==> src/logic/smartnic_cfg.svh <==
`ifndef SMARTNIC_CFG_SVH
`define SMARTNIC_CFG_SVH

// ------------------------------------------------------------------
// Stream data path
// ------------------------------------------------------------------

// Bytes per 512-bit stream beat
`define SMARTNIC_AXIS_DATA_BYTES 64

// Packet id carried alongside each beat
`define SMARTNIC_PID_WID 16

// Loopback ports between the two processor slots
`define SMARTNIC_NUM_PORTS 2

// ------------------------------------------------------------------
// AXI-Lite control port
// ------------------------------------------------------------------

`define SMARTNIC_AXIL_ADDR_WID 32
`define SMARTNIC_AXIL_DATA_WID 32

// DECERR returned on every access to the unused port
`define SMARTNIC_RESP_DECERR 2'd3

// Read word of the terminated port
`define SMARTNIC_TERM_RDATA 32'hDEADBEEF

`endif

==> src/logic/smartnic_pkg.sv <==
`include "smartnic_cfg.svh"

package smartnic_pkg;

    // ------------------------------------------------------------------
    // Port and destination ids
    // ------------------------------------------------------------------

    // Switch port id used for ingress tid and tdest
    typedef logic [1:0] port_t;

    // Egress destination is one bit wider than a switch port
    typedef logic [2:0] egr_tdest_t;

    // ------------------------------------------------------------------
    // Egress side-band metadata
    // ------------------------------------------------------------------

    typedef struct packed {
        logic [`SMARTNIC_PID_WID-1:0] pid;
        logic                         trunc_enable;
        logic [15:0]                  trunc_length;
        logic                         rss_enable;
        logic [11:0]                  rss_entropy;
    } tuser_meta_t;

    // ------------------------------------------------------------------
    // Stream beats
    // ------------------------------------------------------------------

    // Beat from the switch carries only the pid as metadata
    typedef struct packed {
        logic [`SMARTNIC_AXIS_DATA_BYTES*8-1:0] tdata;
        logic [`SMARTNIC_AXIS_DATA_BYTES-1:0]   tkeep;
        logic                                   tlast;
        port_t                                  tid;
        port_t                                  tdest;
        logic [`SMARTNIC_PID_WID-1:0]           pid;
    } axis_in_beat_t;

    // Beat toward the switch with full metadata
    typedef struct packed {
        logic [`SMARTNIC_AXIS_DATA_BYTES*8-1:0] tdata;
        logic [`SMARTNIC_AXIS_DATA_BYTES-1:0]   tkeep;
        logic                                   tlast;
        port_t                                  tid;
        egr_tdest_t                             tdest;
        tuser_meta_t                            tuser;
    } axis_out_beat_t;

    // ------------------------------------------------------------------
    // AXI-Lite channel payloads
    // ------------------------------------------------------------------

    // Shared by the write and read address channels
    typedef struct packed {
        logic [`SMARTNIC_AXIL_ADDR_WID-1:0] addr;
        logic [2:0]                         prot;
    } axil_aw_t;

    typedef struct packed {
        logic [`SMARTNIC_AXIL_DATA_WID-1:0]   data;
        logic [`SMARTNIC_AXIL_DATA_WID/8-1:0] strb;
    } axil_w_t;

    typedef struct packed {
        logic [`SMARTNIC_AXIL_DATA_WID-1:0] data;
        logic [1:0]                         resp;
    } axil_r_t;

endpackage : smartnic_pkg

==> src/logic/axil_peripheral_term.sv <==
`include "smartnic_cfg.svh"

module axil_peripheral_term
    import smartnic_pkg::*;
(
    input  logic     clk,
    input  logic     rst_n,

    // Write address
    input  logic     awvalid,
    output logic     awready,
    input  axil_aw_t aw,

    // Write data
    input  logic     wvalid,
    output logic     wready,
    input  axil_w_t  w,

    // Write response
    output logic     bvalid,
    input  logic     bready,
    output logic [1:0] bresp,

    // Read address
    input  logic     arvalid,
    output logic     arready,
    input  axil_aw_t ar,

    // Read data
    output logic     rvalid,
    input  logic     rready,
    output axil_r_t  r
);

    // No register lies behind this port, so aw, w and ar payloads are
    // accepted and dropped

    // ------------------------------------------------------------------
    // Write channel
    // ------------------------------------------------------------------

    logic aw_seen;
    logic w_seen;
    logic aw_done;
    logic w_done;

    // One write in flight at a time
    assign awready = ~aw_seen & ~bvalid;
    assign wready  = ~w_seen & ~bvalid;

    // Address and data either held from earlier or taken this cycle
    assign aw_done = aw_seen | (awvalid & awready);
    assign w_done  = w_seen | (wvalid & wready);

    always_ff @(posedge clk or negedge rst_n) begin
        if (!rst_n) begin
            aw_seen <= 1'b0;
            w_seen  <= 1'b0;
            bvalid  <= 1'b0;
        end else begin
            if (bvalid) begin
                // Hold response until the manager takes it
                if (bready) begin
                    bvalid <= 1'b0;
                end
            end else if (aw_done && w_done) begin
                bvalid  <= 1'b1;
                aw_seen <= 1'b0;
                w_seen  <= 1'b0;
            end else begin
                aw_seen <= aw_done;
                w_seen  <= w_done;
            end
        end
    end

    // Every write misses
    assign bresp = `SMARTNIC_RESP_DECERR;

    // ------------------------------------------------------------------
    // Read channel
    // ------------------------------------------------------------------

    assign arready = ~rvalid;

    always_ff @(posedge clk or negedge rst_n) begin
        if (!rst_n) begin
            rvalid <= 1'b0;
        end else begin
            if (arvalid && arready) begin
                rvalid <= 1'b1;
            end else if (rready) begin
                rvalid <= 1'b0;
            end
        end
    end

    // Fixed read word with a decode error
    assign r.data = `SMARTNIC_TERM_RDATA;
    assign r.resp = `SMARTNIC_RESP_DECERR;

endmodule : axil_peripheral_term

==> config.mk <==
export PLATFORM = sky130hd
export DESIGN_NAME = axil_peripheral_term
export DESIGN_NICKNAME = d
export VERILOG_FILES = /design/src/logic/smartnic_pkg.sv /design/src/logic/axil_peripheral_term.sv
export VERILOG_INCLUDE_DIRS = /design/src /design/src/logic
export SDC_FILE = /design/constraint.sdc
export NUM_CORES = 1
export LEC_CHECK = 0
export BUFFER_PORTS_ARGS = -buffer_cell sky130_fd_sc_hd__buf_2
export CAP_MARGIN = 20
export CORE_AREA = 2 2 60 62
export CTS_BUF_LIST = sky130_fd_sc_hd__clkbuf_16
export CTS_CLUSTER_SIZE = 20
export DETAILED_ROUTE_END_ITERATION = 6
export DIE_AREA = 0 0 62 64
export PLACE_DENSITY = 0.66
export SYNTH_ARGS = -nofsm -noshare
export SYNTH_HDL_FRONTEND = slang
export SYNTH_SLANG_ARGS = --single-unit
export TNS_END_PERCENT = 20
==> constraint.sdc <==
create_clock -name clk -period 2.3 [get_ports clk]
set_input_delay 0.23 -clock clk [delete_from_list [all_inputs] [get_ports clk]]
set_output_delay 0.23 -clock clk [all_outputs]
set_load 0.01 [all_outputs]
==> flow_summary_export.csv <==
group,metric,value,unit
timing,setup_viol_count_final,0,
cts,clock-sinks,4,
synth,synthMuxAreaShare,0,
layout,multi_input_area,205,um^2
setup_path,end_kind,"output pin",
setup_path,worst-path-max-fanout,9,
synth,ys_async_sr_fraction,1.00,
layout,regArea,100,um^2
placed_design,dpl_cell_area,422,um^2
timing,post-route-min-period,1170,ps
cts,ctsLongestPathBuffers,2,
synth,synth_fa_ha_area_frac,0,
cts,cts_tree,"built",
routing,dr.first_iter.drc_count,23,
timing,slew_violations,0,
layout,fin_util,0.154,
floorplan,rows,21,
synth,synth_edf_count,0,
synth,synth_top_cell_by_area,"buf_4",
cts,cts.clk_slew.worst_paths,30,ps
synth,yosysMostFrequentCell,"buf_4",
layout,stdcell_count,114,
synth,synth-main-ff-cell,"dfrtp_1",
power,power,544,uW
floorplan,die_w,62,um
synth,synth_warnings,0,
placed_design,dpl.hpwl,530,um
cts,root_buffer,"clkbuf_16",
power,power_density,1070,mW/mm^2
global_routing,overflow,0,
floorplan,die_area,0.00397,mm^2
routing,drc_errors,0,
layout,area_delta_synth_final,12.2,%
floorplan,io_pins,154,
synth,synth_top_area_frac,0.598,
min_path,hp-class,"in2reg",
synth,yosys.cell_types.count,10,
cts,cts_setup_buffers,0,
cts,cts.repair.resized,0,
routing,dr.pass1.iters,4,
routing,via_per_inst,2.46,
cts,cts_hold_buffers,1,
synth,synth-xor-area-share,0,
synth,ys_ff_latch,4,
status,outcome,"finished clean",
global_routing,grt_pass1_wl,821,um
synth,netlist_area,452,um^2
setup_path,critPathArrivalTime,940,ps
timing,fin_setup_tns,0,ps
synth,synth.area.top_cells,"buf_4, dfrtp_1, o22a_1, nor2_1, nand2b_1",
synth,synth_compound_area_frac,0.0665,
layout,final_area,507,um^2
layout,fill_cells,378,
cts,h-tree-depth,1,
power,leakage,0.286,nW
layout,layout-drive-gt1-share,0.206,
floorplan,die_y,64,um
timing,rsz0062_at_grt,"false",
routing,vias,281,
placed_design,port_buffers,11,
power,ir_drop,173,uV
global_routing,grt_max_degree,10,
synth,yosys.area_share.simple,0.0886,
synth,netlist_top_cells_count,"buf_4, dfrtp_1, nor2_1",
timing,hold_viol_final,0,
routing,ant_nets,0,
routing,wl,640,um
floorplan,core_region_area,0.00328,mm^2
timing,fmaxAchievable,857,MHz
timing,fin_worst_skew,1.53,ps
global_routing,track_usage,0.0298,
global_routing,antenna_found_initial,0,
setup_path,required,2070,ps
synth,avgSynthCellArea,8.21,um^2
cts,cts_buffers,3,
synth,synth_top_family_by_area,"buffers and inverters",
routing,wl_per_cell,5.61,um
placed_design,dpl.cell_count,110,
layout,n_antenna_cell,0,
global_routing,grt_pass1_vias,191,
synth,ys_seq_area_frac,0.222,
layout,nNetsFinal,183,
cts,clkLatencyLatePin,220,ps
setup_path,path_class,"reg2out",
timing,post-route-period-util,0.507,
setup_path,crit_path_start_kind,"flop",
floorplan,initial_core_util,0.138,
job,maxCapViolCount,0,
placed_design,gp_congestion,0.553,
synth,syn_inst,55,
worst paths after layout:
path | from | to | slack (ps) | depth (start not counted)
worst max register to register | bvalid | bvalid | 1470 | 1
worst min-delay path | rready | rvalid | 210 | 2
worst min register to register | aw_seen | aw_seen | 520 | 1
worst max-delay path | bvalid | wready | 1130 | 2
max in group asynchronous | rst_n | rvalid | 1840 | 2
min in group asynchronous | rst_n | w_seen | 340 | 2
flip-flops by register name, indices dropped and copies added, names as in the netlist:
name	count
aw_seen	1
bvalid	1
rvalid	1
w_seen	1
critical path: stages (launching register included):
cell	delay (ps)
dfrtp_1	450
nor2_1	130
buf_2	140
power breakdown:
part | leakage [nW] | total [mW] | internal, mW | switching [mW]
Clock | 0.0370 | 0.270 | 0.222 | 0.0480
Combinational | 0.200 | 0.143 | 0.0586 | 0.0841
Sequential | 0.0492 | 0.131 | 0.0984 | 0.0324
logic make-up (layout without fill, tap and decap cells):
| kind of cell | count (synthesis) | count (layout) |
|---|---|---|
| compound gates | 4 | 4 |
| buf+inv | 37 | 16 |
| flops | 4 | 4 |
| other cells | 2 | 36 |
| simple gates | 8 | 8 |
routing by layer:
layer / GRT usage / share of wire
met4: 0.0239 / 0.027
met1: 0.0317 / 0.32
met5: 0 / 0
met2: 0.0391 / 0.41
met3: 0.0202 / 0.24
cells in the final DEF, fill, tap and decap left out:
master,synthesis,layout
clkbuf_16,0,3
nor2b_1,2,2
nand2b_1,2,2
o22a_1,2,2
nor2_1,4,4
buf_2,0,11
o31ai_1,1,1
conb_1,2,36
dfrtp_1,4,4
o21ai_0,1,1
inv_1,1,1
dlygate4sd3_1,0,1
metrics by stage:
step / worst slack, ps / hold WS (ps)
floorplan: 1400 / -65.6
global placement: 1360 / 36.2
detailed placement: 1350 / 38.1
CTS: 1110 / 208
global route: 1070 / 220
finish: 1130 / 210
area by class of cell:
cell class,count,area share
Multi-Input combinational cell,48,0.405
Sequential cell,4,0.198
Clock buffer,3,0.148
Timing Repair Buffer,12,0.128
Tap cell,46,0.114
Inverter,1,0.00741
Note: power is estimated with default switching activity, not from simulation.
