==> config.mk <==
export PLATFORM = sky130hd
export DESIGN_NAME = axis_full_pipe
export DESIGN_NICKNAME = d
export VERILOG_FILES = /design/src/logic/axis_full_pipe.sv
export SDC_FILE = /design/constraint.sdc
export NUM_CORES = 1
export LEC_CHECK = 0
export BUFFER_PORTS_ARGS = -buffer_cell sky130_fd_sc_hd__buf_4
export CAP_MARGIN = 20
export CORE_MARGIN = 5
export CORE_UTILIZATION = 35
export DETAILED_ROUTE_END_ITERATION = 8
export PLACE_DENSITY = 0.7
export SYNTH_ARGS = -nofsm -noshare
export SYNTH_HDL_FRONTEND = slang
export SYNTH_SLANG_ARGS = --single-unit
==> constraint.sdc <==
create_clock -name clk -period 2.8 [get_ports clk]
set_input_delay 0.56 -clock clk [delete_from_list [all_inputs] [get_ports clk]]
set_output_delay 0.56 -clock clk [all_outputs]
set_load 0.02 [all_outputs]
==> src/logic/axis_full_pipe.sv <==
module axis_full_pipe #(
    parameter type PAYLOAD_T = logic [7:0]
) (
    input  logic     clk,
    input  logic     rst_n,

    // Upstream side
    input  logic     in_valid,
    output logic     in_ready,
    input  PAYLOAD_T in_data,

    // Downstream side
    output logic     out_valid,
    input  logic     out_ready,
    output PAYLOAD_T out_data
);

    // ------------------------------------------------------------------
    // Storage
    // ------------------------------------------------------------------

    // Main entry drives the output, skid entry parks one beat on a stall
    logic     main_valid;
    logic     skid_valid;
    PAYLOAD_T main_data;
    PAYLOAD_T skid_data;

    logic     in_fire;
    logic     main_free;
    logic     load_main;
    logic     load_skid;

    // Skid only fills while main is held, so a full skid means both full.
    // Ready comes straight from a flop.
    assign in_ready = ~skid_valid;
    assign in_fire  = in_valid & in_ready;

    // Main entry empties or hands its beat on this edge
    assign main_free = ~main_valid | out_ready;

    // Skid beat is always older than any new input
    assign load_main = main_free & (skid_valid | in_fire);
    assign load_skid = ~main_free & in_fire;

    // ------------------------------------------------------------------
    // Control
    // ------------------------------------------------------------------

    always_ff @(posedge clk or negedge rst_n) begin
        if (!rst_n) begin
            main_valid <= 1'b0;
            skid_valid <= 1'b0;
        end else begin
            if (main_free) begin
                // Skid drains into main, input is blocked while skid is full
                main_valid <= skid_valid | in_fire;
                skid_valid <= 1'b0;
            end else if (in_fire) begin
                skid_valid <= 1'b1;
            end
        end
    end

    // ------------------------------------------------------------------
    // Payload
    // ------------------------------------------------------------------

    always_ff @(posedge clk) begin
        if (load_main) begin
            main_data <= skid_valid ? skid_data : in_data;
        end
        if (load_skid) begin
            skid_data <= in_data;
        end
    end

    // Output is registered
    assign out_valid = main_valid;
    assign out_data  = main_data;

endmodule : axis_full_pipe

==> results of run 1 <==
-- cells in the final DEF (no fill, tap or decap) --
| cell | instances |
|---|---|
| clkbuf_4 | 3 |
| nor3b_1 | 1 |
| nor2_1 | 2 |
| inv_1 | 1 |
| mux2_4 | 6 |
| edfxtp_1 | 16 |
| nand2b_1 | 1 |
| o21a_1 | 1 |
| nand2_1 | 1 |
| buf_4 | 22 |
| mux2_2 | 2 |
| dfrtp_1 | 2 |
| clkinv_1 | 1 |
-- stage by stage --
stage / setup WS (ns) / instances / area (um2)
global route: 0.935 / 86 / 905
detailed placement: 1.24 / 82 / 878
floorplan: 0.978 / 34 / 691
global placement: 1.26 / 82 / 878
finish: 0.992 / 86 / 905
CTS: 0.990 / 86 / 905
-- registers in the layout, indices dropped and copies added (netlist names) --
register / cells
out_data: 8
skid_data: 8
skid_valid: 1
out_valid: 1
-- where the power goes --
group	total (W)	switching, W	internal [W]
clock network	0.000126	0.0000748	0.0000517
logic	0.0000772	0.0000353	0.0000420
registers	0.000323	0.00000959	0.000314
total	0.000527	0.000120	0.000407
-- logic make-up (layout without fill, tap and decap cells) --
family          count (synthesis)  after routing
flops                          18             18
mux                             8              8
compound gates                  1              1
simple gates                    5              5
buf+inv                         2             27
-- layer usage --
metal	wire length, um	GRT usage
met1	406	0.101
met2	613	0.133
met3	45	0.0163
met4	19	0.0747
met5	0	0
-- worst max path at each step --
| stage | from | to | slack, ns |
|---|---|---|---|
| 2_1_floorplan | out_ready | skid_data[0]$_DFFE_PP_ | 0.98 |
| 3_3_place_gp | out_ready | skid_data[7]$_DFFE_PP_ | 1.26 |
| 3_5_place_dp | out_ready | skid_data[3]$_DFFE_PP_ | 1.24 |
| 4_1_cts | skid_valid$_DFFE_PN0P_ | in_ready | 0.99 |
| 5_1_grt | skid_valid$_DFFE_PN0P_ | in_ready | 0.93 |
| 6_report | skid_valid$_DFFE_PN0P_ | in_ready | 0.99 |
-- final cells by class --
class | count | area, um2
Fill cell | 189 | 1020
Sequential cell | 18 | 531
Timing Repair Buffer | 22 | 165
Clock inverter | 1 | 3.75
Multi-Input combinational cell | 14 | 145
Tap cell | 27 | 33.8
Clock buffer | 3 | 22.5
Inverter | 1 | 3.75
==> impl_metrics.json, run 1 <==
{
  "syn_to_final_growth_pct": 31.0,
  "row_count": 16,
  "grt_usage": 0.0859,
  "die_area_um2": 2960,
  "setup_viol": 0,
  "finish.utilization": 0.471,
  "clk_pin_slew_ns": 0.10,
  "port_buffers": 21,
  "overflow": 0,
  "clk_path_buf_depth": 2,
  "tns_ns": 0,
  "ir_worst_vdd_mv": 0.245,
  "holdCritPathClass": "in2async",
  "hold_viol": 0,
  "r2r-start": "skid_valid$_DFFE_PN0P_",
  "path_delay_family": "flip-flops",
  "synth_top_area_share": 0.696,
  "drv_slew": 0,
  "wl_per_cell_um": 12.6,
  "drt_iter0_drc": 4,
  "relSlewSlack": 0.625,
  "yosys_warnings": 0,
  "hold_buffers": 0,
  "drt_pre_antenna_iters": 3,
  "final_layout_size_suffix_gt1_frac": 0.559,
  "synthTopCellsByCount": "16 x edfxtp_1, 6 x mux2_4, 2 x dfrtp_1, 2 x mux2_2, 2 x nor2_1",
  "ys.flop_type": "edfxtp_1",
  "cp.depth": 2,
  "worst-r2r-setup-slack_ns": 1.32,
  "first_global_vias": 359,
  "critPathBufInv": 2,
  "synth-seq-area-share": 0.768,
  "drc_errors": 0,
  "synthArstFlopShare": 0.111,
  "ant_nets": 0,
  "clock-sinks": 18,
  "path_max_fanout": 12,
  "hpwl_um": 801,
  "finalCritPeriodShare": 0.646,
  "whs_ns": 0.0407,
  "grt_pass1_wl_um": 1710,
  "ys_types": 11,
  "syn-cell-area_um2": 691,
  "p_per_area_nw_per_um2": 583,
  "critPathLaunchType": "flip-flop",
  "ys_seq_elements": 18,
  "yosysMostFrequentCell": "edfxtp_1",
  "cts_max_level": 1,
  "die_y_um": 54.4,
  "ios": 22,
  "fmax_mhz": 553,
  "drt-total-wl_um": 1080,
  "p_leak_nw": 0.362,
  "synth_top_family_by_area": "multiplexers",
  "synth_area_leaders": "edfxtp_1 70%, mux2_4 13%, dfrtp_1 7.2%",
  "endpoint_kind": "output port",
  "antenna_found_initial": 0,
  "synth_compound_area_frac": 0.0109,
  "cts_resized": 0,
  "core-area_um2": 1920,
  "die_w_um": 54.4,
  "cts_root_buf": "clkbuf_4",
  "clk-insertion-delay-late_ns": 0.28,
  "nNetsFinal": 72,
  "critical_path.slowest_cell": "dfrtp_1",
  "postSynthCellCount": 34,
  "synthXorXnorAreaFrac": 0,
  "numCtsBuffers": 3,
  "syn_nets": 46,
  "outcome": "complete, no violations",
  "crit_path_max_incr_delay_ns": 0.71,
  "drv_cap": 0,
  "rr_worst_depth": 1,
  "n_antenna_cell": 0,
  "synth.area.mux_share": 0.163,
  "grt_max_degree": 13,
  "tightest_slew_ns": 0.563,
  "synth-edff-count": 16,
  "arrival_ns": 1.25,
  "skew_ns": 0.00247,
  "synth_area_per_cell_um2": 20.3,
  "post_cts_buffers": 0,
  "cts_tree": "yes",
  "initial_utilization": 0.359,
  "vias_per_cell": 4.21,
  "synthSimpleGateAreaFrac": 0.0362,
  "period_needed_ns": 1.81,
  "synth_adder_area_share": 0,
  "cp.required_ns": 2.24,
  "path_class": "reg2out",
  "rsz0062_at_grt": "false",
  "power_w": 0.000527,
  "crit_chain": "inv_1 -> buf_4",
  "reg2reg_to": "out_data[5]$_DFFE_PP_",
  "gp_congestion": 0.670,
  "vias": 362,
  "synth_area_leader_cell": "edfxtp_1"
}
Power figures use the tool's default switching activity.
==> run 2, diff against run 1 <==
clock period = 1.8 ns   (was 2.8 ns; I/O delays follow)
==> impl_metrics.json, run 2 (synthesis results as in run 1) <==
{
  "rr_worst_depth": 2,
  "worst-r2r-setup-slack_ns": 0.47,
  "clk-insertion-delay-late_ns": 0.28,
  "numCtsBuffers": 3,
  "clk_path_buf_depth": 2,
  "vias_per_cell": 4.10,
  "port_buffers": 21,
  "overflow": 0,
  "final_layout_size_suffix_gt1_frac": 0.557,
  "row_count": 16,
  "endpoint_kind": "output port",
  "grt_pass1_wl_um": 1720,
  "gp_congestion": 0.697,
  "most-common-layout-cells": "23 x buf_4, 16 x edfxtp_1, 6 x mux2_4",
  "cts_root_buf": "clkbuf_4",
  "wl_per_cell_um": 12.4,
  "core-area_um2": 1920,
  "die_y_um": 54.4,
  "critPathLaunchType": "flip-flop",
  "critPathBufInv": 3,
  "setup_viol": 0,
  "clk_pin_slew_ns": 0.09,
  "tns_ns": 0,
  "vias": 361,
  "n_antenna_cell": 0,
  "first_global_vias": 360,
  "nNetsFinal": 74,
  "critical_path.slowest_cell": "dfrtp_1",
  "drt-total-wl_um": 1090,
  "cp.required_ns": 1.44,
  "cts_tree": "yes",
  "crit_path_max_incr_delay_ns": 0.52,
  "arrival_ns": 1.23,
  "grt.busiest_layer": "met2",
  "ant_nets": 0,
  "die_w_um": 54.4,
  "grt_usage": 0.0915,
  "relSlewSlack": 0.750,
  "design_area_um2": 922,
  "use_met2": 0.125,
  "clock-sinks": 18,
  "ir_worst_vdd_mv": 0.373,
  "cp-startpoint": "skid_valid$_DFFE_PN0P_",
  "path_max_fanout": 7,
  "crit_chain": "buf_4 -> inv_1 -> buf_4",
  "rsz0062_at_grt": "false",
  "final_cells": 88,
  "die_area_um2": 2960,
  "path_class": "reg2out",
  "grt_util_met1": 0.100,
  "reg2reg_to": "out_data[6]$_DFFE_PP_",
  "post_cts_buffers": 0,
  "drt_pre_antenna_iters": 4,
  "skew_ns": 0.000560,
  "layout_commonest_cell": "buf_4",
  "endpoint": "in_ready",
  "outcome": "complete, no violations",
  "fmax_mhz": 630,
  "drt_iter0_drc": 4,
  "r2r-start": "skid_valid$_DFFE_PN0P_",
  "grt_max_degree": 11,
  "cts_max_level": 1,
  "cp.depth": 3,
  "finalCritPeriodShare": 0.882,
  "drv_slew": 0,
  "path_delay_family": "flip-flops",
  "grt_util_met3": 0.0409,
  "crit_top_cell": "buf_4",
  "nFillCells": 178,
  "placedCellCount": 83,
  "ios": 22,
  "drv_cap": 0,
  "p_leak_nw": 0.371,
  "period_needed_ns": 1.59,
  "p_per_area_nw_per_um2": 889,
  "placedInstanceArea_um2": 886,
  "syn_to_final_growth_pct": 33.5,
  "holdCritPathClass": "in2reg",
  "tightest_slew_ns": 0.375,
  "drc_errors": 0,
  "initial_utilization": 0.359,
  "antenna_found_initial": 0,
  "hold_viol": 0
}
run 2: cell types whose count changed in the layout (fill, tap and decap cells not counted):
cell and change:
dlygate4sd3_1 +1, buf_4 +1
run 2: layer usage:
layer  part of all wire  wire [um]
met5                  0          0
met4                  0          0
met1               0.40        437
met2               0.55        602
met3              0.043         47
run 2: cell type report:
| cell class | instances | area (um2) | share of cell area |
|---|---|---|---|
| Clock inverter | 1 | 3.75 | 0.00407 |
| Timing Repair Buffer | 24 | 183 | 0.198 |
| Clock buffer | 3 | 22.5 | 0.0244 |
| Sequential cell | 18 | 531 | 0.575 |
| Inverter | 1 | 3.75 | 0.00407 |
| Tap cell | 27 | 33.8 | 0.0366 |
| Multi-Input combinational cell | 14 | 145 | 0.157 |
run 2: through the flow:
| step | hold WS, ns | utilization | total power (W) | setup WS [ns] |
|---|---|---|---|---|
| global placement | 0.142 | 0.461 | 0.000634 | 0.463 |
| floorplan | 0.0644 | - | 0.000578 | 0.144 |
| finish | 0.257 | 0.480 | 0.000820 | 0.212 |
| detailed placement | 0.145 | 0.461 | 0.000637 | 0.419 |
| CTS | 0.244 | 0.480 | 0.000836 | 0.187 |
| global route | 0.219 | 0.480 | 0.000872 | 0.113 |
run 2: how the worst min path moves through the flow:
stage / start / end / cells after the start
after floorplan: rst_n / out_valid$_DFFE_PN0P_ / 0
after global placement: rst_n / out_valid$_DFFE_PN0P_ / 1
after detailed placement: rst_n / skid_valid$_DFFE_PN0P_ / 1
after CTS: in_data[2] / skid_data[2]$_DFFE_PP_ / 1
after global routing: in_data[4] / skid_data[4]$_DFFE_PP_ / 1
final: in_data[2] / skid_data[2]$_DFFE_PP_ / 1
run 2: report_power, final:
part	switching [W]	internal, W
combinational	0.0000598	0.0000686
clock	0.000113	0.0000804
sequential	0.0000105	0.000488
run 2: timing repair:
action                    CTS  global route
resized for setup           0             0
hold buffers                1             0
hold endpoints to repair    2             0
==> run 3, diff against run 2 <==
PLACE_DENSITY = 0.65   (was 0.7)
==> impl_metrics.json, run 3 (synthesis results as in run 1) <==
{
  "grt_max_degree": 13,
  "vias_per_cell": 4.10,
  "drt_pre_antenna_iters": 4,
  "m1WireLength_um": 461,
  "finalCritPeriodShare": 0.887,
  "ant_nets": 0,
  "endpoint_kind": "output port",
  "path_class": "reg2out",
  "setup_viol": 0,
  "cts_root_buf": "clkbuf_4",
  "vias": 361,
  "hold_buffers": 1,
  "clock-sinks": 18,
  "endpoint": "in_ready",
  "arrival_ns": 1.24,
  "core-area_um2": 1920,
  "clk_pin_slew_ns": 0.10,
  "whs_ns": 0.256,
  "final_layout_size_suffix_gt1_frac": 0.574,
  "cts_resized": 0,
  "antenna_found_initial": 0,
  "p_leak_nw": 0.377,
  "most-common-layout-cells": "23 x buf_4, 16 x edfxtp_1, 6 x mux2_4",
  "nNetsFinal": 74,
  "relSlewSlack": 0.648,
  "seqCellArea_um2": 531,
  "drc_errors": 0,
  "numCtsBuffers": 3,
  "nFillCells": 189,
  "power_w": 0.000869,
  "path_max_fanout": 12,
  "worst-r2r-setup-slack_ns": 0.33,
  "holdCritPathClass": "in2reg",
  "clk_path_buf_depth": 2,
  "r2r-start": "skid_valid$_DFFE_PN0P_",
  "critPathLaunchType": "flip-flop",
  "die_w_um": 54.4,
  "overflow": 0,
  "initial_utilization": 0.359,
  "period_needed_ns": 1.60,
  "die_area_um2": 2960,
  "die_y_um": 54.4,
  "port_buffers": 21,
  "gp_congestion": 0.722,
  "clk-insertion-delay-late_ns": 0.28,
  "p_per_area_nw_per_um2": 932,
  "skew_ns": 0.00309,
  "reg2reg_to": "out_data[2]$_DFFE_PP_",
  "layout_commonest_cell": "buf_4",
  "cp.required_ns": 1.44,
  "hold_viol": 0,
  "n_antenna_cell": 0,
  "ios": 22,
  "wl_per_cell_um": 13.3,
  "drt_iter0_drc": 2,
  "route.top_layer_used": "met3",
  "syn_to_final_growth_pct": 35.0,
  "row_count": 16,
  "cts_max_level": 1,
  "post_cts_buffers": 0,
  "ir_worst_vdd_mv": 0.467,
  "rsz0062_at_grt": "false",
  "fmax_mhz": 627,
  "tightest_slew_ns": 0.528,
  "drv_cap": 0,
  "tns_ns": 0,
  "drt-total-wl_um": 1170,
  "first_global_vias": 381,
  "drv_slew": 0,
  "grt_pass1_wl_um": 1760,
  "cts_tree": "yes",
  "rr_worst_depth": 1,
  "multi_input_comb_area_um2": 145,
  "dr_wl_met3_um": 99,
  "grt_usage": 0.0903,
  "outcome": "complete, no violations",
  "cp-startpoint": "skid_valid$_DFFE_PN0P_",
  "wl_met2_um": 607
}
[run 3: changes by cell type in the layout (fill, tap and decap cells not counted), sizes merged]
cell    change
clkinv      -1
clkbuf      +1
[run 3: how the worst min path moves through the flow]
stage                    start                endpoint  slack [ns]  depth (start not counted)
floorplan                rst_n   out_valid$_DFFE_PN0P_        0.06                          0
global placement         rst_n   out_valid$_DFFE_PN0P_        0.14                          1
detailed placement       rst_n   out_valid$_DFFE_PN0P_        0.14                          1
CTS                 in_data[6]  skid_data[6]$_DFFE_PP_        0.24                          1
global route        in_data[6]  skid_data[6]$_DFFE_PP_        0.22                          1
finish              in_data[5]  skid_data[5]$_DFFE_PP_        0.26                          1
[run 3: layout make-up]
class,instances,area share
Clock buffer,4,0.0389
Inverter,1,0.00403
Multi-Input combinational cell,14,0.156
Sequential cell,18,0.569
Tap cell,27,0.0362
Timing Repair Buffer,24,0.196
[run 3: where the power goes]
part	internal, W	switching [W]	leakage, nW
Sequential	0.000488	0.0000143	0.174
Combinational	0.0000682	0.0000568	0.182
Clock	0.000123	0.000119	0.0210
Total	0.000679	0.000190	0.377
[run 3: routing by layer]
layer  GRT usage  up-vias
li1            -      180
met5           0        -
met1       0.102      169
met2       0.145       12
met3      0.0354        0
met4      0.0498        0
[run 3: critical path: stages (launching register included)]
cell and delay (ns):
dfrtp_1 0.69, inv_1 0.09, buf_4 0.17
[run 3: metrics by stage]
step	instances	setup WS (ns)	util	area, um2
after detailed placement	83	0.328	0.461	886
after CTS	88	0.173	0.485	932
final	88	0.204	0.485	932
after global routing	88	0.103	0.485	932
after floorplan	34	0.144	-	691
after global placement	83	0.348	0.461	886
